## src/kinpira_consts.svh

```systemverilog
`ifndef KINPIRA_CONSTS_SVH
`define KINPIRA_CONSTS_SVH

// Data path widths
`define DWIDTH 16
`define LWIDTH 10

// Image and weight memory address widths
`define IMGSIZE 12
`define NETSIZE 12

// Fixed point fraction bits dropped from each sum
`define FRAC_BITS 8

// Host register index width
`define REG_ADDR_W 5

`endif

```

## src/kinpira_data_pkg.sv

```systemverilog
`include "kinpira_consts.svh"

package kinpira_data_pkg;

  typedef logic signed [`DWIDTH-1:0] data_t;

  // Wide enough for total_in products plus the bias
  typedef logic signed [2*`DWIDTH+`LWIDTH-1:0] acc_t;

  typedef logic [`IMGSIZE-1:0] img_addr_t;
  typedef logic [`NETSIZE-1:0] net_addr_t;
  typedef logic [`LWIDTH-1:0] layer_len_t;

endpackage

```

## src/fc_engine.sv

```systemverilog
`timescale 1ns/1ps
`include "kinpira_consts.svh"

module fc_engine
  import kinpira_data_pkg::*;
(
  input  logic       clk,
  input  logic       xrst,
  input  logic       req,
  input  img_addr_t  in_offset,
  input  img_addr_t  out_offset,
  input  net_addr_t  net_offset,
  input  layer_len_t total_out,
  input  layer_len_t total_in,
  input  data_t      img_rdata,
  input  data_t      net_rdata,
  output logic       ack,
  output logic       img_we,
  output img_addr_t  img_addr,
  output data_t      img_wdata,
  output net_addr_t  net_addr
);

  typedef enum logic [1:0] {S_IDLE, S_FETCH, S_ACC, S_WRITE} state_e;

  state_e                      state;
  logic                        req_d;
  logic                        start;
  layer_len_t                  o_cnt;
  layer_len_t                  i_cnt;
  net_addr_t                   net_ptr;
  logic                        d_valid;
  logic                        d_bias;
  logic signed [2*`DWIDTH-1:0] prod;
  acc_t                        acc;
  acc_t                        acc_sh;

  assign start = req & ~req_d & (state == S_IDLE);

  always_ff @(posedge clk) begin
    if (!xrst) begin
      state   <= S_IDLE;
      req_d   <= 1'b0;
      ack     <= 1'b1;
      o_cnt   <= '0;
      i_cnt   <= '0;
      net_ptr <= '0;
      d_valid <= 1'b0;
      d_bias  <= 1'b0;
    end else begin
      req_d   <= req;
      // Read data for the pair issued now arrives next cycle
      d_valid <= (state == S_FETCH);
      d_bias  <= (i_cnt == total_in);
      case (state)
        S_IDLE: begin
          if (start) begin
            state   <= S_FETCH;
            ack     <= 1'b0;
            o_cnt   <= '0;
            i_cnt   <= '0;
            net_ptr <= net_offset;
          end
        end
        S_FETCH: begin
          // Weights of all outputs packed back to back with the bias last
          net_ptr <= net_ptr + net_addr_t'(1);
          if (i_cnt == total_in) begin
            state <= S_ACC;
          end else begin
            i_cnt <= i_cnt + layer_len_t'(1);
          end
        end
        S_ACC: state <= S_WRITE;
        S_WRITE: begin
          i_cnt <= '0;
          if (o_cnt == total_out - layer_len_t'(1)) begin
            state <= S_IDLE;
            ack   <= 1'b1;
          end else begin
            o_cnt <= o_cnt + layer_len_t'(1);
            state <= S_FETCH;
          end
        end
        default: state <= S_IDLE;
      endcase
    end
  end

  assign prod = img_rdata * net_rdata;

  // MAC stage cleared before each output
  always_ff @(posedge clk) begin
    if (start || state == S_WRITE) begin
      acc <= '0;
    end else if (d_valid) begin
      acc <= acc + (d_bias ? acc_t'(net_rdata) : acc_t'(prod));
    end
  end

  assign acc_sh    = acc >>> `FRAC_BITS;
  assign img_wdata = acc_sh[`DWIDTH-1:0];

  assign img_we   = (state == S_WRITE);
  assign img_addr = (state == S_WRITE) ? out_offset + img_addr_t'(o_cnt)
                                       : in_offset + img_addr_t'(i_cnt);
  assign net_addr = net_ptr;

  a_ack_low_busy: assert property (@(posedge clk) disable iff (!xrst)
    (state != S_IDLE) |-> !ack);

  a_no_write_done: assert property (@(posedge clk) disable iff (!xrst)
    ack |-> !img_we);

endmodule

```

## config.mk

```make
export PLATFORM = sky130hd
export DESIGN_NAME = fc_engine
export DESIGN_NICKNAME = d
export VERILOG_FILES = /design/src/kinpira_data_pkg.sv /design/src/fc_engine.sv
export VERILOG_INCLUDE_DIRS = /design/src
export SDC_FILE = /design/constraint.sdc
export NUM_CORES = 1
export LEC_CHECK = 0
export BUFFER_PORTS_ARGS = -buffer_cell sky130_fd_sc_hd__buf_2
export CORE_UTILIZATION = 67
export DETAILED_ROUTE_END_ITERATION = 10
export PLACE_DENSITY = 0.92
export REMOVE_ABC_BUFFERS = 1
export SLEW_MARGIN = 10
export SYNTH_ARGS = -nofsm -noshare
export SYNTH_HDL_FRONTEND = slang
export SYNTH_SLANG_ARGS = --single-unit
```

## constraint.sdc

```tcl
create_clock -name clk -period 18.2 [get_ports clk]
set_input_delay 0.91 -clock clk [delete_from_list [all_inputs] [get_ports clk]]
set_output_delay 0.91 -clock clk [all_outputs]
set_load 0.02 [all_outputs]
```

==> impl_metrics.tcl <==
set metrics [dict create \
    rsz0062_at_grt "no" \
    htreeDepth 3 \
    final_cells 1899 \
    dp.cells 1883 \
    grt_pass1_vias 11600 \
    grt_max_degree 36 \
    fillers 1312 \
    cp_data_required_time_ns 18.42 \
    cts_buffers 9 \
    hold_violations 0 \
    final_max_slew_viol_count 0 \
    worstPathArrival_ns 8.53 \
    top_level_ports 133 \
    post-route-util 0.740 \
    cts_tree "done" \
    rows 50 \
    grt_first_pass_wirelength_um 55300 \
    max_stage_delay_ns 0.56 \
    start_util 0.688 \
    gp_congestion 0.924 \
    cts_root_buffer "clkbuf_16" \
    yosys.cell_types.count 68 \
    die_height_um 141 \
    wl_um 32300 \
    tns_ns 0 \
    avgSynthCellArea_um2 8.34 \
    crit_buf_inv 5 \
    hold_buffers 0 \
    finClkSkew_ns 0.00302 \
    vias_per_cell 5.84 \
    fin_nets 2039 \
    dr.pass1.iters 5 \
    status "finished clean" \
    layout_min_cycle_time_ns 8.31 \
    yosysTopAreaCell "fa_1" \
    grt_util_all_layers 0.349 \
    yosysSeqAreaShare 0.0954 \
    netlist_area_mm2 0.0130 \
    drtIter0Drc 752 \
    synth-main-ff-cell "dfxtp_1" \
    clockBufferDepth 2 \
    critPathTopFamily "adder cells" \
    fmax_mhz 120 \
    drtAntennaViolNets 0 \
    tightest_slew_ns 1.12 \
    synth_top_area_share 0.292 \
    layout_commonest_cell "inv_1" \
    synth_edf_count 0 \
    die-area_mm2 0.0200 \
    num_vias 11100 \
    hp-class "register to register" \
    synthTopCellsByArea "fa_1, ha_1, dfxtp_1" \
    area_growth_pct 7.51 \
    cpMostUsedCell "fa_1" \
    wire_per_inst_um 17.0 \
    crit_type "input pin to register" \
    antenna-diode-count 0 \
    drc 0 \
    cts.sinks 62 \
    crit_path_end_kind "register" \
    yosysWarnings 0 \
    cts_resized 0 \
    coreArea_mm2 0.0189 \
    cp_max_fo 17 \
    slowest_stage "fa_1" \
    cp-start-kind "input pin" \
    grt-ovfl-total 0 \
    syn_inst 1560 \
    cap_violations 0 \
    die_w_um 141 \
    ys_ff_latch 62 \
    relSlewSlack 0.252 \
    dp_hpwl_um 26100 \
    drive_gt1_frac 0.101 \
    synthArstFlopShare 0 \
    path_clk_slew_ns 0.05 \
    insertion_delay_ns 0.33 \
    port_buffers 132 \
    final_cell_mix "inv_1, fa_1, nand2_1" \
    antenna_found_initial 0 \
    setup_viol 0 \
    timing.final.crit_share 0.457 \
    cts_setup_buffers 0 \
]
## layout make-up
class | count | area [um2] | area share
well taps | 260 | 325 | 0.0233
clock inverters | 4 | 45.0 | 0.00322
clock buffers | 12 | 256 | 0.0183
flip-flops and latches | 62 | 1240 | 0.0888
multi-input cells | 1151 | 10400 | 0.744
repair buffers | 135 | 683 | 0.0489
inverters | 275 | 1030 | 0.0738
## through the flow
| stage | hold slack (ns) | cell area, um2 | setup slack, ns |
|---|---|---|---|
| 2_1_floorplan | 0.467 | 12700 | 10.52 |
| 3_3_place_gp | 0.479 | 13700 | 9.93 |
| 3_5_place_dp | 0.502 | 13700 | 9.68 |
| 4_1_cts | 0.514 | 14000 | 9.99 |
| 5_1_grt | 0.521 | 14000 | 9.55 |
| 6_report | 0.507 | 14000 | 9.89 |
## synth_stat cells (4+ instances only)
library cell	instances
nor2b_1	12
nand2b_1	12
nand3_1	20
a21o_1	23
a21oi_1	65
inv_1	274
o21bai_1	4
nand4_1	9
mux2i_1	25
dfxtp_1	62
o22ai_1	4
or3_1	6
o21ai_1	4
nor2_1	94
xnor2_1	53
nor3_1	7
buf_4	16
a211oi_1	18
a41oi_1	4
mux2_2	6
a22oi_1	5
a21boi_0	4
and2_1	113
o21a_1	10
fa_1	190
nand2_1	165
and3_1	5
o21ai_0	61
xor2_1	56
ha_1	124
clkbuf_1	49
buf_1	5
## flip-flops by register name, summed over array words and instances, names as in the netlist
register  count
req_d         1
acc          24
o_cnt        10
ack           1
d_valid       1
d_bias        1
net_addr     12
i_cnt        10
state         2
## tightest hold or removal path: stages (launching register included)
cell	delay [ns]
dfxtp_1	0.32
nor2_1	0.08
a211oi_1	0.06
## per-layer routing
metal / global-route usage / share of wire / vias to the layer above
met3: 0.0810 / 0.094 / 112
met5: 0 / 0 / -
met4: 0.134 / 0.034 / 0
met1: 0.427 / 0.39 / 5325
li1: - / - / 5057
met2: 0.600 / 0.49 / 604
## kinds of logic (layout without fill, tap and decap cells)
group	count (synthesis)	count (layout)	synth area share
simple gates	463	463	0.174
buf+inv	347	426	0.105
fa+ha+maj	314	314	0.412
compound gates	231	231	0.112
xor+xnor	111	111	0.0764
flops	62	62	0.0954
mux	32	32	0.0262
## final timing paths
check / start / cells past startpoint / endpoint / slack [ns]
setup / recovery: net_rdata[6] / 30 / acc[22]$_SDFFE_PP0P_ / 9.89
hold / removal: acc[2]$_SDFFE_PP0P_ / 2 / acc[2]$_SDFFE_PP0P_ / 0.51
setup reg to reg: d_bias$_SDFF_PN0_ / 13 / acc[22]$_SDFFE_PP0P_ / 14.10
hold reg to reg: acc[2]$_SDFFE_PP0P_ / 2 / acc[2]$_SDFFE_PP0P_ / 0.51
Power is left out: the tool's default activity adds up to more than one toggle a clock period on the data nets, which glitch-free logic cannot reach.
