File: src/kinpira_consts.svh
`ifndef KINPIRA_CONSTS_SVH
`define KINPIRA_CONSTS_SVH

// Data path widths
`define DWIDTH 16
`define LWIDTH 10

// Image and weight memory address widths
`define IMGSIZE 12
`define NETSIZE 12

// Fixed point fraction bits dropped from each sum
`define FRAC_BITS 8

// Host register index width
`define REG_ADDR_W 5

`endif

File: src/kinpira_data_pkg.sv
`include "kinpira_consts.svh"

package kinpira_data_pkg;

  typedef logic signed [`DWIDTH-1:0] data_t;

  // Wide enough for total_in products plus the bias
  typedef logic signed [2*`DWIDTH+`LWIDTH-1:0] acc_t;

  typedef logic [`IMGSIZE-1:0] img_addr_t;
  typedef logic [`NETSIZE-1:0] net_addr_t;
  typedef logic [`LWIDTH-1:0] layer_len_t;

endpackage

File: src/kinpira_reg_pkg.sv
`include "kinpira_consts.svh"

package kinpira_reg_pkg;

  typedef logic [31:0] reg_word_t;

  // Owner of the image memory port
  typedef enum logic [1:0] {
    WHICH_HOST = 2'd0,
    WHICH_RSVD = 2'd1,
    WHICH_FC   = 2'd2
  } which_e;

  typedef enum logic [`REG_ADDR_W-1:0] {
    REG_WHICH      = 0,
    REG_REQ        = 1,
    REG_IN_OFFSET  = 2,
    REG_OUT_OFFSET = 3,
    REG_NET_OFFSET = 4,
    REG_TOTAL_OUT  = 5,
    REG_TOTAL_IN   = 6,
    REG_ACK        = 30,
    REG_WHICH_RB   = 31
  } reg_idx_e;

endpackage

File: src/param_regs.sv
`timescale 1ns/1ps
`include "kinpira_consts.svh"

module param_regs
  import kinpira_reg_pkg::*;
  import kinpira_data_pkg::*;
(
  input  logic                   clk,
  input  logic                   xrst,
  input  logic                   reg_we,
  input  logic [`REG_ADDR_W-1:0] reg_addr,
  input  reg_word_t              reg_wdata,
  output reg_word_t              reg_rdata,
  input  logic                   ack,
  output which_e                 which,
  output logic                   req,
  output img_addr_t              in_offset,
  output img_addr_t              out_offset,
  output net_addr_t              net_offset,
  output layer_len_t             total_out,
  output layer_len_t             total_in
);

  which_e which_rb;

  always_ff @(posedge clk) begin
    if (!xrst) begin
      which      <= WHICH_HOST;
      req        <= 1'b0;
      in_offset  <= '0;
      out_offset <= '0;
      net_offset <= '0;
      total_out  <= '0;
      total_in   <= '0;
    end else if (reg_we) begin
      case (reg_idx_e'(reg_addr))
        REG_WHICH:      which      <= which_e'(reg_wdata[1:0]);
        REG_REQ:        req        <= reg_wdata[0];
        REG_IN_OFFSET:  in_offset  <= reg_wdata[`IMGSIZE-1:0];
        REG_OUT_OFFSET: out_offset <= reg_wdata[`IMGSIZE-1:0];
        REG_NET_OFFSET: net_offset <= reg_wdata[`NETSIZE-1:0];
        REG_TOTAL_OUT:  total_out  <= reg_wdata[`LWIDTH-1:0];
        REG_TOTAL_IN:   total_in   <= reg_wdata[`LWIDTH-1:0];
        default: ;
      endcase
    end
  end

  // Readback lags the address by one cycle
  always_ff @(posedge clk) begin
    if (!xrst) begin
      which_rb  <= WHICH_HOST;
      reg_rdata <= '0;
    end else begin
      which_rb <= which;
      case (reg_idx_e'(reg_addr))
        REG_WHICH:      reg_rdata <= reg_word_t'(which);
        REG_REQ:        reg_rdata <= reg_word_t'(req);
        REG_IN_OFFSET:  reg_rdata <= reg_word_t'(in_offset);
        REG_OUT_OFFSET: reg_rdata <= reg_word_t'(out_offset);
        REG_NET_OFFSET: reg_rdata <= reg_word_t'(net_offset);
        REG_TOTAL_OUT:  reg_rdata <= reg_word_t'(total_out);
        REG_TOTAL_IN:   reg_rdata <= reg_word_t'(total_in);
        REG_ACK:        reg_rdata <= reg_word_t'(ack);
        REG_WHICH_RB:   reg_rdata <= reg_word_t'(which_rb);
        default:        reg_rdata <= '0;
      endcase
    end
  end

  a_rdata_known: assert property (@(posedge clk) disable iff (!xrst)
    !$isunknown(reg_rdata));

endmodule

File: config.mk
export PLATFORM = sky130hd
export DESIGN_NAME = param_regs
export DESIGN_NICKNAME = d
export VERILOG_FILES = /design/src/kinpira_data_pkg.sv /design/src/kinpira_reg_pkg.sv /design/src/param_regs.sv
export VERILOG_INCLUDE_DIRS = /design/src
export SDC_FILE = /design/constraint.sdc
export NUM_CORES = 1
export LEC_CHECK = 0
export ABC_CLOCK_PERIOD_IN_PS = 1600
export BUFFER_PORTS_ARGS = -buffer_cell sky130_fd_sc_hd__buf_2
export CAP_MARGIN = 20
export CORE_MARGIN = 2
export CORE_UTILIZATION = 44
export CTS_BUF_LIST = sky130_fd_sc_hd__clkbuf_16
export CTS_CLUSTER_SIZE = 16
export DETAILED_ROUTE_END_ITERATION = 10
export PLACE_DENSITY = 0.87
export SLEW_MARGIN = 20
export SYNTH_ARGS = -nofsm -noshare
export SYNTH_HDL_FRONTEND = slang
export SYNTH_SLANG_ARGS = --single-unit
export TNS_END_PERCENT = 20
File: constraint.sdc
create_clock -name clk -period 1.6 [get_ports clk]
set_input_delay 0.24 -clock clk [delete_from_list [all_inputs] [get_ports clk]]
set_output_delay 0.24 -clock clk [all_outputs]
set_load 0.03 [all_outputs]
==> run metrics, run 1 <==
synth top area cells dfxtp_1, nand2_1, mux2i_1; synth-to-layout area growth 25.5%; first-pass GRT wire length 14.1 mm; PortBufs 91; Die W 91.8 µm; Max VDD drop 558 µV; Cells after Synth 366; Die H 91.8 µm; share of post-route cells with drive strength above 1 34.0%; hold buffers post-CTS 0; Mapped Area 3390 µm²; vias per std cell 5.21; Row Count 32; vias in the first global route 2825; Initial Util 44.6%; clock sinks 73; most frequent cells in the layout buf_2, dfxtp_1, nand2_1, nand3_1; most common cell after layout, fill and taps aside buf_2; YS warnings 0; CTS Buf Count 9; Fin Clk Skew 6.16 ps; post-synthesis sequential area ratio 43.1%; max-slew violations 0; Die Area 8420 µm²; Routed Wire Length 9.08 mm; Fin. Hold Viols 0; number of max-cap violations 0; CP Max Fanout 23; static leakage 0.00179 µW; Seq cells post-synth 73; fmax 754 MHz; wire per inst 15.8 µm; Final Net Count 510; Worst EP required 1820 ps; Core Area 7610 µm²; postcts setup bufs 0; DRC marker count from the first detailed-route iteration 167; Worst setup EP type flop; Synth area leader dfxtp_1; Post-synth EDFFs 0; n_diodes 0; minimum clock period 1330 ps; Final Cycle Share 82.9%; I/O pin cnt 132; clk buf depth 2; crit path launch type primary input; WS Path Type in -> reg; post-cts resize count 0; status completed; Main synth FF type dfxtp_1; CTS tree built; PD cells 931 nW/µm²; routability cong. 0.822; Sum Neg Setup Slack 0 ps; global route overflow 0; Clk Latency, worst-skew pair 330 ps; RSZ-0062 raised after global routing no; Root Buffer clkbuf_16; Yosys cell types 32; Detailed Place HPWL 6.42 mm; Worst Path Arrival 1550 ps; drt pass-1 iters 5; largest net degree at the start of global routing 62; Clock transition at path regs 60 ps; share of the synthesized area in the top cell type 43.1%; synthesized area per cell 9.26 µm²; Setup-failing EPs final 0; GRT Overall Usage 21.2%; via count 3000; Layout fillers 673; drc violations 0; share of synthesized flip-flops with an asynchronous set or reset 0%; H-tree Lvls 3; final total power 3960 µW; antenna violations before repair 0; Hold Crit Class in -> reg; final antenna-violating net count 0
## Yosys cell counts (2+ instances only)
library cell,n
a2bb2oi_1,2
a21oi_1,12
buf_1,2
nand3_1,29
nor3_1,2
a21boi_1,10
nor2_1,4
dfxtp_1,73
o21ai_0,2
buf_2,5
mux2_2,18
a21boi_0,28
mux2i_1,22
nand2b_1,2
clkbuf_1,15
nor4b_4,3
nor2b_1,22
nand2_1,64
buf_4,23
buf_6,2
and2_1,3
and3_1,2
a22oi_1,12
## registers in the layout, indices dropped and copies added (netlist names)
signal,flops
total_in,10
req,1
which_rb,2
total_out,10
out_offset,12
in_offset,12
net_offset,12
which,2
reg_rdata,12
## cell type report
type                       instances  area [µm²]  share of cell area [%]
multi-input combinational        264        1700                    39.9
sequential                        73        1460                    34.3
tap                              102         128                    3.00
clock inverter                     7        37.5                   0.882
clock buffer                       9         225                    5.29
timing repair buffer             121         706                    16.6
## power breakdown
| group | switching [µW] | internal [µW] | total, µW |
|---|---|---|---|
| sequential | 8.68 | 1830 | 1840 |
| clock | 756 | 1030 | 1790 |
| combinational | 228 | 111 | 340 |
## metrics by stage
stage	util (%)	instance area (µm²)	cells	setup WS, ps	hold WS, ps
2_1_floorplan	-	3460	385	63.8	375
6_report	55.9	4260	576	274	179
3_5_place_dp	52.5	3990	560	-44.4	464
5_1_grt	55.9	4260	576	193	177
3_3_place_gp	52.5	3990	560	10.1	457
4_1_cts	55.9	4260	576	291	167
## cell families (layout without fill, tap and decap cells)
kind of cell / after synthesis / count (layout) / synth area share, %
muxes: 41 / 41 / 13.1
and+or+nand+nor: 135 / 135 / 20.5
other: 1 / 20 / 0.111
AOI/OAI and AO/OA: 68 / 68 / 14.1
DFF: 73 / 73 / 43.1
buffers and inverters: 48 / 137 / 8.97
## final timing paths
kind | startpoint | to | slack (ps) | depth (start not counted)
worst min register to register | out_offset[0] | out_offset[0] | 470 | 2
worst min-delay path | reg_wdata[10] | out_offset[10] | 180 | 3
worst max-delay path | reg_addr[4] | net_offset[1] | 270 | 7
worst max register to register | which[0] | reg_rdata[0] | 380 | 3
## per-layer routing
| metal | routed length [µm] | track usage [%] | part of all wire (%) | vias to the layer above |
|---|---|---|---|---|
| met4 | 201 | 8.58 | 2.2 | 0 |
| li1 | - | - | - | 1423 |
| met5 | 0 | 0 | 0 | - |
| met1 | 3840 | 25.5 | 42 | 1434 |
| met2 | 4360 | 35.9 | 48 | 123 |
| met3 | 675 | 5.83 | 7.4 | 20 |
## critical path: stages
cell	delay, ps
buf_2	160
nor4b_4	350
buf_4	350
nand2_1	110
buf_4	180
nand2_1	70
a21boi_0	70
(Power assumes the default switching activity.)
==> run 2, diff against run 1 <==
- ABC_CLOCK_PERIOD_IN_PS: 1600 -> 1300
- CORE_UTILIZATION: 44 -> 45
- PLACE_DENSITY: 0.87 -> 0.86
- clock period: 1.6 -> 1.3 ns (I/O delays scaled with it)
==> run metrics, run 2 (synthesis gave the netlist of run 1 again) <==
status completed; worst setup path end reg_rdata[0]; Clock transition at path regs 60 ps (about the same); crit path launch type flop; Detailed Place HPWL 6.58 mm (+2.4%); CP bufs+invs 0 (-3); critical-path cell list mux4_2 > a22oi_1 > a21oi_1; Die Area 8240 µm² (-2.1%); antenna violations before repair 0 (unchanged); share of post-route cells with drive strength above 1 34.6% (+0.68 points); vias per std cell 5.26 (+0.92%); hold buffers post-CTS 0 (unchanged); Fin Clk Skew 3.46 ps (-2.71 ps); most common cell after layout, fill and taps aside buf_2; final antenna-violating net count 0 (unchanged); Placement Setup Slack -190 ps (-146 ps); wire per inst 16.2 µm (+3.1%); fmax 789 MHz; most frequent cells in the layout buf_2, dfxtp_1, nand2_1, buf_4, nand3_1; minimum clock period 1270 ps; WS Path Type reg -> reg; Final WS setup 31.8 ps (-242 ps); drc violations 0 (unchanged); routability cong. 0.899 (+9.4%); Worst EP required 1520 ps (-300 ps); Die H 90.8 µm (-1.1%); via count 3054 (+1.8%); clk buf depth 2 (unchanged); CP startpoint net_offset[0]; H-tree Lvls 3 (unchanged); drt pass-1 iters 5 (unchanged); Max VDD drop 720 µV (+29%); Final Cycle Share 97.6%; vias in the first global route 2925 (+3.5%); Worst Path Arrival 1480 ps (-70 ps); first-pass GRT wire length 14.9 mm (+6.2%); Layout fillers 598 (-11%); Die W 90.8 µm (-1.1%); Hold Crit Class in -> reg; Fin. Hold Viols 0 (unchanged); crit-path max cell delay 480 ps (+130 ps); max-slew violations 0 (unchanged); reg2reg path depth 3 (unchanged); Crit path depth 3 (-4); Initial Util 46.5% (+1.9 points); number of max-cap violations 0 (unchanged); PD cells 1210 nW/µm² (+30%); GRT Overall Usage 22.9% (+1.6 points); Top delay family on crit path multiplexers; DRC marker count from the first detailed-route iteration 185 (+11%); clock sinks 73 (unchanged); final total power 5270 µW (+33%); Core Area 7290 µm² (-4.1%); n_diodes 0 (unchanged); CP Max Fanout 3 (-87%); reg2reg setup slack 30 ps (-350 ps); Crit-path slowest cell mux4_2; CTS tree built; global route overflow 0 (unchanged); I/O pin cnt 132 (unchanged); static leakage 0.00184 µW (+2.9%); CTS Buf Count 9 (unchanged); Row Count 31 (-3.1%); r2r startpoint net_offset[0]; Worst setup EP type flop; Setup-failing EPs final 0 (unchanged); RR Endpoint reg_rdata[0]; Root Buffer clkbuf_16; Routed Wire Length 9.44 mm (+4.0%); largest net degree at the start of global routing 62 (unchanged); PortBufs 91 (unchanged); Final Net Count 518 (+1.6%); Clk Latency, worst-skew pair 330 ps (about the same); synth-to-layout area growth 28.2%
run 2: cell types whose count changed in the layout (fill, tap and decap cells not counted):
cell       delta
buf_4         +9
clkinv_2      -4
bufinv_16     +2
clkinv_1      +2
buf_12        -1
run 2: final cells by class:
| cell class | count | area (µm²) | share of cell area [%] |
|---|---|---|---|
| multi-input cells | 264 | 1700 | 39.1 |
| flip-flops and latches | 73 | 1460 | 33.6 |
| repair buffers | 129 | 753 | 17.3 |
| clock buffers | 9 | 225 | 5.18 |
| well taps | 99 | 124 | 2.85 |
| clock inverters | 7 | 85.1 | 1.96 |
run 2: power by group:
| part | switching (µW) | internal (µW) |
|---|---|---|
| Combinational | 287 | 147 |
| Sequential | 11.0 | 2250 |
| Clock | 916 | 1660 |
run 2: how the worst min path moves through the flow:
stage,startpoint,end,slack [ps],cells past startpoint
5_1_grt,reg_wdata[10],out_offset[10],130,3
2_1_floorplan,reg_wdata[0],out_offset[0],330,2
4_1_cts,reg_wdata[10],out_offset[10],130,3
3_5_place_dp,out_offset[11],out_offset[11],460,2
6_report,reg_wdata[11],out_offset[11],130,3
3_3_place_gp,out_offset[0],out_offset[0],450,2
run 2: per-stage QoR:
step / area [µm²] / TNS (ps) / util (%) / hold slack (ps) / instances
after floorplan: 3480 / -4320 / - / 330 / 385
after global placement: 4030 / -6510 / 55.3 / 452 / 564
after detailed placement: 4030 / -8290 / 55.3 / 462 / 564
after CTS: 4340 / 0 / 59.5 / 128 / 580
after global routing: 4350 / -4.54 / 59.6 / 130 / 581
final: 4350 / 0 / 59.6 / 132 / 581
run 2: worst reg2reg max path, stage by stage, from the launching register on:
cell     delay [ps]
dfxtp_1         350
mux4_2          490
a22oi_1         230
a21oi_1          90
run 2: layer usage:
metal | wire length, µm | part of all wire, % | track usage [%]
met1 | 3840 | 41 | 28.2
met2 | 4470 | 47 | 36.5
met3 | 973 | 10 | 9.02
met4 | 164 | 1.7 | 7.95
met5 | 0 | 0 | 0
run 2: timing repair:
item | 4_1_cts | 5_1_grt
setup buffers | 0 | 1
gates resized for setup | 0 | 0
setup endpoints to repair | 0 | 1
