## config.mk

```make
export PLATFORM = sky130hd
export DESIGN_NAME = core_select
export DESIGN_NICKNAME = d
export VERILOG_FILES = /design/src/kinpira_data_pkg.sv /design/src/kinpira_reg_pkg.sv /design/src/core_select.sv
export VERILOG_INCLUDE_DIRS = /design/src
export SDC_FILE = /design/constraint.sdc
export NUM_CORES = 1
export LEC_CHECK = 0
export ABC_AREA = 1
export BUFFER_PORTS_ARGS = -buffer_cell sky130_fd_sc_hd__buf_4
export CAP_MARGIN = 20
export CORE_MARGIN = 8
export CORE_UTILIZATION = 27
export DETAILED_ROUTE_END_ITERATION = 16
export GPL_TIMING_DRIVEN = 0
export PLACE_DENSITY = 0.95
export REMOVE_ABC_BUFFERS = 1
export SYNTH_ARGS = -nofsm -noshare
export SYNTH_HDL_FRONTEND = slang
export SYNTH_SLANG_ARGS = --single-unit
```

## constraint.sdc

```tcl
create_clock -name vclk -period 1.1
set_input_delay 0.165 -clock vclk [all_inputs]
set_output_delay 0.165 -clock vclk [all_outputs]
set_load 0.05 [all_outputs]
```

## src/kinpira_consts.svh

```systemverilog
`ifndef KINPIRA_CONSTS_SVH
`define KINPIRA_CONSTS_SVH

// Data path widths
`define DWIDTH 16
`define LWIDTH 10

// Image and weight memory address widths
`define IMGSIZE 12
`define NETSIZE 12

// Fixed point fraction bits dropped from each sum
`define FRAC_BITS 8

// Host register index width
`define REG_ADDR_W 5

`endif

```

## src/kinpira_data_pkg.sv

```systemverilog
`include "kinpira_consts.svh"

package kinpira_data_pkg;

  typedef logic signed [`DWIDTH-1:0] data_t;

  // Wide enough for total_in products plus the bias
  typedef logic signed [2*`DWIDTH+`LWIDTH-1:0] acc_t;

  typedef logic [`IMGSIZE-1:0] img_addr_t;
  typedef logic [`NETSIZE-1:0] net_addr_t;
  typedef logic [`LWIDTH-1:0] layer_len_t;

endpackage

```

## src/kinpira_reg_pkg.sv

```systemverilog
`include "kinpira_consts.svh"

package kinpira_reg_pkg;

  typedef logic [31:0] reg_word_t;

  // Owner of the image memory port
  typedef enum logic [1:0] {
    WHICH_HOST = 2'd0,
    WHICH_RSVD = 2'd1,
    WHICH_FC   = 2'd2
  } which_e;

  typedef enum logic [`REG_ADDR_W-1:0] {
    REG_WHICH      = 0,
    REG_REQ        = 1,
    REG_IN_OFFSET  = 2,
    REG_OUT_OFFSET = 3,
    REG_NET_OFFSET = 4,
    REG_TOTAL_OUT  = 5,
    REG_TOTAL_IN   = 6,
    REG_ACK        = 30,
    REG_WHICH_RB   = 31
  } reg_idx_e;

endpackage

```

## src/core_select.sv

```systemverilog
`timescale 1ns/1ps

module core_select
  import kinpira_reg_pkg::*;
  import kinpira_data_pkg::*;
(
  input  logic      clk,
  input  logic      xrst,
  input  which_e    which,
  input  logic      req,
  input  logic      fc_ack,
  output logic      ack,
  output logic      fc_req,
  input  logic      host_img_we,
  input  img_addr_t host_img_addr,
  input  data_t     host_img_wdata,
  input  logic      fc_img_we,
  input  img_addr_t fc_img_addr,
  input  data_t     fc_img_wdata,
  output logic      mem_we,
  output img_addr_t mem_addr,
  output data_t     mem_wdata
);

  logic fc_sel;

  // Reserved which value falls through to the host
  assign fc_sel = (which == WHICH_FC);

  assign fc_req = fc_sel & req;

  // Host never waits while it owns the memory
  assign ack = fc_sel ? fc_ack : 1'b1;

  assign mem_we    = fc_sel ? fc_img_we    : host_img_we;
  assign mem_addr  = fc_sel ? fc_img_addr  : host_img_addr;
  assign mem_wdata = fc_sel ? fc_img_wdata : host_img_wdata;

  // Host must not take the port back while the engine is still writing
  a_fc_write_owned: assert property (@(posedge clk) disable iff (!xrst)
    fc_img_we |-> fc_sel);

endmodule

```

==> impl_results.md, run 1 <==
- Starting density of the core: between 20 and 30%
- Gate count of the mapped netlist: between 100 and 150
- Seq/Total Area, Yosys: 0%
- Sum of net half-perimeters after detailed placement: between 2000 and 2500 microns
- Instance area after placement: around 1100 sq um
- Log Error: [ERROR DPL-0038] Utilization greater than 100%, impossible to legalize
- Largest net degree at the start of global routing: 34
- Stage reached: 5_1_grt
- Yosys warning count: 0
- Netlist cell types: 6
- Quantity of I/O buffers inserted on ports: 93
- Last weighted congestion value of the routability-driven placer: between 0.6 and 0.7
- Mean instance size in the synthesized netlist: between 4 and 5 sq um
- Post-synthesis instance area: ~430 sq um
- Worst setup endpoint after the global-route repair_timing: mem_wdata[1]
- I/O pins: 95
- Vert. Die Dim: roughly 56 microns
- Status: did not finish
- Number of hold buffers added after cts: 0
- Count of standard-cell rows: 14
- Dpl ws: -1.22 ns
- Kind of pin the worst path terminates on: primary output
- Die W: around 56 microns
-- metrics by stage --
stage          std cells  hold WS (ns)  utilization, %  TNS [ns]
2_1_floorplan         92         0.545               -    -21.35
3_3_place_gp         201         0.675            73.3    -35.84
3_5_place_dp         201         0.679            73.3    -36.19
4_1_cts              207         0.664            87.6         0
-- cell families after synthesis --
group | count (synthesis) | synth area share, %
AND/OR/NAND/NOR | 90 | 87.8
buffers and inverters | 11 | 12.2
-- cells in the mapped netlist --
cell type | count | area, sq um
nor2_1 | 1 | 3.75
inv_1 | 2 | 7.51
nand2_1 | 59 | 221
buf_2 | 9 | 45.0
nand3_1 | 29 | 145
nand3b_1 | 1 | 7.51
-- timing repair --
action / CTS
gates resized for setup: 37
setup endpoints to repair: 31
pin swaps: 12
endpoints found under the hold margin: 0
gates cloned: 3
buffers inserted: 3
==> inputs of run 2 (changes only) <==
- CORE_AREA: unset -> 8 8 69 71
- CORE_MARGIN: 8 -> unset
- CORE_UTILIZATION: 27 -> unset
- DIE_AREA: unset -> 0 0 77 79
- PLACE_DENSITY: 0.95 -> unset
- PLACE_DENSITY_LB_ADDON: unset -> 0.15
==> impl_results.md, run 2 <==
- Post-synthesis cell type with the largest combined area: nand2_1
- Die W: 77 microns
- FFs & Latches: 0
- Clock buf count: 0
- Core area: 3800 sq um
- Fin crit share: 104%
- Layout net count: ~260
- Portion of total power attributed to sequential cells: 0%
- Area of combinational cells with multiple inputs: about 610 sq um
- Number of global-route vias before repair: 1063
- Synth top cells by count: nand2_1, nand3_1, buf_2, inv_1
- Post-synthesis instance area: 430 sq um
- Count of standard-cell rows: 23
- Mean instance size in the synthesized netlist: 4.26 sq um
- Die outline area: about 6100 sq um
- Count of fill cells added during filler insertion: 394
- Total count of hold-check failures in the final report: 0
- Setup repair after global routing missed its margin: yes
- Failing checks: setup timing
- Actual transition at the worst max-transition pin: between 0.3 and 0.4 ns
- Most common cell after layout, fill and taps aside: buf_4
- Worst rel slew slack: roughly four fifths
- Kind of start point of the critical path: input pin
- DRC violations left: 0
- Cell-internal power: between 400 and 500 uW
- Hold wc startpoint: host_img_addr[1]
- Pre-antenna DRT Iters: 3
- Number of hold buffers added after cts: 0
- Post-route total power: between 1000 and 1500 uW
- P_leak: 0.000850 uW
- Number of max-cap violations: 0
- Cell area after layout: approximately 1700 sq um
- Nature of the critical path endpoint: output pin
- Remaining antenna violation count: 0
- Core occupancy in the finished layout: about 44%
- FF/Latch Area: 0 sq um
- Sum of net half-perimeters after detailed placement: between 2000 and 2500 microns
- Global-route usage over all layers: 10.9%
- Start-to-end type of the worst setup path: in -> out
- Largest voltage drop on the vdd net: roughly 160 uV
- Layout-stage area growth over the synthesis result: 290%
- Quantity of I/O buffers inserted on ports: between 90 and 100
- Final wirelength: roughly 3900 microns
- Share of total power in combinational logic: 100.0%
- Final critical-path setup slack: -0.0391 ns
- Seq/Total Area, Yosys: 0%
- Netlist cell types: 6
- Cells on Worst Hold Path: 4
- Part of the total power dissipated in the clock network: 0%
- Peak per-stage delay on the critical path: between 0.15 and 0.2 ns
- Number of max-slew violations in the final report: 0
- Commonest non-fill, non-tap cells in the layout: buf_4, nand2_2, nand3_1, buf_8, nand2_1
- Minimum clock period after layout: between 1 and 1.5 ns
- Worst path cell trace: buf_8 > clkinvlp_4 > buf_12 > nand2_8 > nand2_2 > nand2_2 > buf_8
- Max Fanout on Critical Path: 8
- Hold EP: mem_addr[1]
- Initial DRC count: 17
- Yosys warning count: 0
- Starting density of the core: between 10 and 15%
- Initial antenna violation count: 0
- I/O pins: between 90 and 100
- Arr. time, crit path: between 0.9 and 1 ns
- Vias per std cell: 4.24
- Cell family contributing the most delay on the critical path: buffers and inverters
- Area share of the leading cell type in the synthesized netlist: between 50% and 60%
- Via count: about 1000
- Hold/Removal Path Class: in -> out
- Critical Path Slowest Stage Cell: buf_12
- F_max: roughly 880 MHz
- First-pass GRT wire length: around 5600 microns
- Worst path bufs/invs: 4
- Power per standard cell area: 635 nW/um^2
- Finish-stage setup viols: 18
- Fraction of layout instances using a drive strength above 1: 77.4%
- Net switching component of the power: 599 uW
- Leading cell type by number of instances after synthesis: nand2_1
- Required time reported for the critical path endpoint: ~0.94 ns
- Cells taking the most area after synthesis: nand2_1, nand3_1, buf_2
- Number of inserted diodes: 0
- Final hold slack: roughly 0.65 ns
- Share of total power consumed by net switching: a little under three fifths
- Instance area after placement: around 1100 sq um
- Vert. Die Dim: approximately 79 microns
- Last weighted congestion value of the routability-driven placer: about 0.7
- Gate count of the mapped netlist: approximately 100
- GRT overflow: 0
- Status: finished with violations
- Largest net degree at the start of global routing: 35
- DR WL/cell: between 15 and 20 microns
-- run 2: metrics by stage --
stage | setup TNS [ns] | cells | setup slack (ns)
3_5_place_dp | -41.84 | 235 | -1.42
5_1_grt | -1.27 | 245 | -0.0690
3_3_place_gp | -40.07 | 235 | -1.36
4_1_cts | -0.0534 | 245 | -0.0115
2_1_floorplan | -21.35 | 92 | -1.06
6_report | -0.243 | 245 | -0.0391
-- run 2: logic make-up (layout without fill, tap and decap cells) --
logic type / Yosys count / count (layout) / share of synthesized area, %
buf+inv: 11 / 102 / 12.2
simple gates: 90 / 93 / 87.8
-- run 2: cell type report --
cell class	instances	share of cell area, %
Multi-Input combinational cell	93	36.1
Inverter	2	0.671
Timing Repair Buffer	99	59.0
Tap cell	50	3.73
Timing Repair inverter	1	0.447
-- run 2: per-layer routing --
layer  up-vias  wire, microns  share of wire (%)  GRT usage [%]
met5         -              0                  0              0
met4         0              0                  0              0
met3         0            266                6.8           2.93
met2        46           2190                 56           22.4
met1       478           1430                 37           11.3
li1        516              -                  -              -
-- run 2: power groups by stage --
stage / clock network [uW] / registers (uW) / logic (uW)
2_1_floorplan: 0 / 0 / 434
3_3_place_gp: 0 / 0 / 779
5_1_grt: 0 / 0 / 1120
6_report: 0 / 0 / 1070
3_5_place_dp: 0 / 0 / 786
4_1_cts: 0 / 0 / 942
-- run 2: worst max path at each step --
stage,endpoint,from,cells past startpoint
after floorplan,fc_req,which[0],3
after global placement,fc_req,which[0],5
after detailed placement,mem_addr[11],which[0],6
after CTS,mem_addr[7],which[0],7
after global routing,mem_addr[9],which[0],7
final,mem_addr[9],which[0],7
-- run 2: timing repair --
action	in CTS	in global routing
endpoints found under the setup margin	31	31
endpoints found under the hold margin	0	0
cloned	5	0
pin swaps	11	21
buffers inserted	5	0
gates resized for setup	43	72
Note: power is estimated with default switching activity, not from simulation.
==> inputs of run 3 (changes only) <==
- MAX_ROUTING_LAYER: unset -> met4
==> impl_results.md, run 3 (same netlist as run 2, synthesis figures left out) <==
- Most common cell after layout, fill and taps aside: buf_4
- First-pass GRT wire length: roughly 5500 microns
- Launch point of the critical path: which[0]
- Status: finished with violations
- Number of global-route vias before repair: ~1100
- Number of max-slew violations in the final report: 0
- Largest voltage drop on the vdd net: 162 uV
- Final critical-path setup slack: -0.0393 ns
- Quantity of I/O buffers inserted on ports: slightly above 90
- Hold wc startpoint: host_img_addr[1]
- Max Fanout on Critical Path: 8
- Hold/Removal Path Class: in -> out
- Post-route total power: 1070 uW
- Sum of net half-perimeters after detailed placement: ~2300 microns
- Minimum clock period after layout: 1.14 ns
- Final wirelength: between 3000 and 4000 microns
- GRT overflow: 0
- Core area: around 3800 sq um
- I/O pins: between 90 and 100
- FFs & Latches: 0
- Remaining antenna violation count: 0
- Largest net degree at the start of global routing: 35
- Initial antenna violation count: 0
- Fin crit share: 104%
- Power per standard cell area: ~640 nW/um^2
- Clock buf count: 0
- Layout-stage area growth over the synthesis result: 290%
- Vert. Die Dim: ~79 microns
- Worst rel slew slack: 77.9%
- Initial DRC count: 11
- Failing checks: setup timing
- Die W: roughly 77 microns
- Vias per std cell: around 4.2
- Starting density of the core: ~11%
- Cells on Worst Hold Path: 4
- Pre-antenna DRT Iters: 3
- Total count of hold-check failures in the final report: 0
- Dpl ws: -1.42 ns
- Count of standard-cell rows: 23
- Number of hold buffers added after cts: 0
- Layout net count: between 200 and 300
- Hold EP: mem_addr[1]
- Kind of start point of the critical path: input pin
- Number of inserted diodes: 0
- Via count: about 1000
- DRC violations left: 0
- Commonest non-fill, non-tap cells in the layout: buf_4, nand2_2, nand3_1, buf_8, nand2_1
- DR WL/cell: around 16 microns
- P_leak: between 0.0008 and 0.0009 uW
- Finish-stage setup viols: 19
- Global-route usage over all layers: 11.2%
- Required time reported for the critical path endpoint: 0.94 ns
- Fraction of layout instances using a drive strength above 1: 77.4%
- Total negative slack for setup checks: -0.224 ns
- Start-to-end type of the worst setup path: in -> out
- Last weighted congestion value of the routability-driven placer: between 0.7 and 0.8
- Actual transition at the worst max-transition pin: approximately 0.33 ns
- Number of max-cap violations: 0
- Arr. time, crit path: around 0.97 ns
- Nature of the critical path endpoint: output pin
- FF/Latch Area: 0 sq um
- Setup repair after global routing missed its margin: yes
- F_max: 878 MHz
- Die outline area: 6080 sq um
## run 3: cell counts in the layout (fill, tap and decap cells not counted)
Identical to the previous run, type by type.
## run 3: worst max-delay path, cell delays in order
cell	delay [ns]
buf_8	0.09
clkinvlp_4	0.11
buf_12	0.17
nand2_8	0.13
nand2_2	0.07
nand2_2	0.08
buf_8	0.15
## run 3: how the worst max path moves through the flow
stage / end / slack [ns] / cells after the start
3_5_place_dp: mem_addr[11] / -1.42 / 6
3_3_place_gp: fc_req / -1.36 / 5
6_report: mem_addr[9] / -0.04 / 7
4_1_cts: mem_addr[7] / -0.01 / 7
5_1_grt: mem_addr[9] / -0.07 / 7
2_1_floorplan: fc_req / -1.06 / 3
## run 3: final cells by class
cell class	instances	area, sq um
Multi-Input combinational cell	93	607
Inverter	2	11.3
Fill cell	394	2120
Tap cell	50	62.6
Timing Repair inverter	1	7.51
Timing Repair Buffer	99	991
## run 3: power by group
part           switching, uW  internal [uW]  total [uW]
Clock                      0              0           0
Combinational            599            467        1070
Sequential                 0              0           0
## run 3: repair_timing
action                                  CTS  global route
pin swaps                                11            21
buffers inserted                          5             0
gates cloned                              5             0
endpoints found under the setup margin   31            31
gates resized for setup                  43            72
## run 3: layer usage
layer  track usage [%]  vias up  share of wire [%]
met5                 -        -                  0
met4                 0        0                  0
met3              2.14        0                5.3
met2              22.4       46                 56
met1              11.7      473                 39
li1                  -      515                  -
## run 3: metrics by stage
stage,instance area [sq um],hold slack (ns),cells,util (%)
after floorplan,385,0.545,92,-
after global placement,1150,0.677,235,30.2
after detailed placement,1150,0.681,235,30.2
after CTS,1440,0.666,245,37.8
after global routing,1680,0.660,245,44.2
final,1680,0.652,245,44.2
==> inputs of run 4 (changes only) <==
- BUFFER_PORTS_ARGS: -buffer_cell sky130_fd_sc_hd__buf_4 -> unset
- DONT_BUFFER_PORTS: unset -> 1
==> impl_results.md, run 4 (same netlist as run 2, synthesis figures left out) <==
- Die W: about 77 microns
- Starting density of the core: 11.3%
- Hold/Removal Path Class: in -> out
- First-pass GRT wire length: 3860 microns
- FFs & Latches: 0
- Instance area after placement: between 400 and 500 sq um
- Nature of the critical path endpoint: output pin
- Destination of the critical timing path: mem_addr[1]
- Layout-stage area growth over the synthesis result: 48.8%
- Post-route total power: between 500 and 600 uW
- Clock buf count: 0
- Final critical-path setup slack: roughly 0.032 ns
- F_max: 937 MHz
- Cell Count, Final, Fillers Out: about 150
- Total count of hold-check failures in the final report: 0
- Max Fanout on Critical Path: 7
- Worst rel slew slack: between 60% and 70%
- Sum of net half-perimeters after detailed placement: between 1500 and 2000 microns
- Largest net degree at the start of global routing: 33
- Initial antenna violation count: 0
- P_leak: roughly 0.0003 uW
- GRT overflow: 0
- Via count: ~660
- Status: completed
- Pre-antenna DRT Iters: 3
- Vert. Die Dim: between 70 and 80 microns
- Number of global-route vias before repair: 710
- Start-to-end type of the worst setup path: in -> out
- Initial DRC count: 9
- Number of max-cap violations: 0
- I/O pins: 95
- Count of standard-cell rows: 23
- Quantity of I/O buffers inserted on ports: 0
- Final hold slack: between 0.4 and 0.5 ns
- Number of max-slew violations in the final report: 0
- Kind of start point of the critical path: input pin
- Last weighted congestion value of the routability-driven placer: 0.657
- Required time reported for the critical path endpoint: between 0.9 and 1 ns
- FF/Latch Area: 0 sq um
- Arr. time, crit path: 0.90 ns
- Fin crit share: a little over nine tenths
- Largest voltage drop on the vdd net: between 100 and 150 uV
- Final wirelength: between 2000 and 3000 microns
- Global-route usage over all layers: 7.85%
- Commonest non-fill, non-tap cells in the layout: nand2_1, nand3_1, nand2_2, nand2_4
- Remaining antenna violation count: 0
- Die outline area: 6080 sq um
- DRC violations left: 0
- Setup repair after global routing missed its margin: no
- Power per standard cell area: around 850 nW/um^2
- Minimum clock period after layout: ~1.1 ns
- Post-placement cell count: approximately 140
- Fraction of layout instances using a drive strength above 1: 37.5%
- DR WL/cell: 18.2 microns
- Dpl ws: -1.75 ns
- Core area: about 3800 sq um
- Number of inserted diodes: 0
- Vias per std cell: 4.49
- Launch point of the critical path: which[0]
- Finish-stage setup viols: 0
- Cell area after layout: between 600 and 700 sq um
- Actual transition at the worst max-transition pin: between 0.5 and 0.6 ns
- Layout net count: ~160
-- run 4: worst min path at each step --
stage / from / to / slack (ns) / depth (start not counted)
floorplan: req / fc_req / 0.55 / 2
global placement: req / fc_req / 0.55 / 2
detailed placement: req / fc_req / 0.55 / 2
CTS: req / fc_req / 0.49 / 2
global route: req / fc_req / 0.50 / 2
finish: req / fc_req / 0.49 / 2
-- run 4: report_power, final --
| group | switching, uW | internal [uW] | total [uW] |
|---|---|---|---|
| clock network | 0 | 0 | 0 |
| logic | 461 | 83.9 | 545 |
| registers | 0 | 0 | 0 |
-- run 4: area by class of cell --
class	count	area, sq um
Fill cell	444	3160
Inverter	2	11.3
Multi-Input combinational cell	91	544
Tap cell	50	62.6
Timing Repair Buffer	2	15.0
Timing Repair inverter	1	7.51
-- run 4: metrics by stage --
stage          TNS (ns)  util, %
6_report              0     16.9
5_1_grt               0     16.9
4_1_cts               0     15.4
3_5_place_dp     -40.66     11.8
3_3_place_gp     -37.54     11.8
2_1_floorplan    -21.35        -
-- run 4: worst max-delay path, stage by stage --
cell,delay [ns]
clkinvlp_4,0.19
buf_4,0.24
nand3_1,0.10
nand2_2,0.20
-- run 4: what timing repair did --
| action | in CTS | in global routing |
|---|---|---|
| setup buffers | 2 | 0 |
| pin swaps | 1 | 0 |
| hold buffers | 0 | 0 |
| cloned | 2 | 0 |
| endpoints found under the setup margin | 31 | 9 |
| resized for setup | 36 | 11 |
-- run 4: metal layers --
metal	wire, microns	GRT usage [%]
met1	1080	8.28
met2	1350	14.9
met3	227	2.48
met4	0	0
met5	0	-
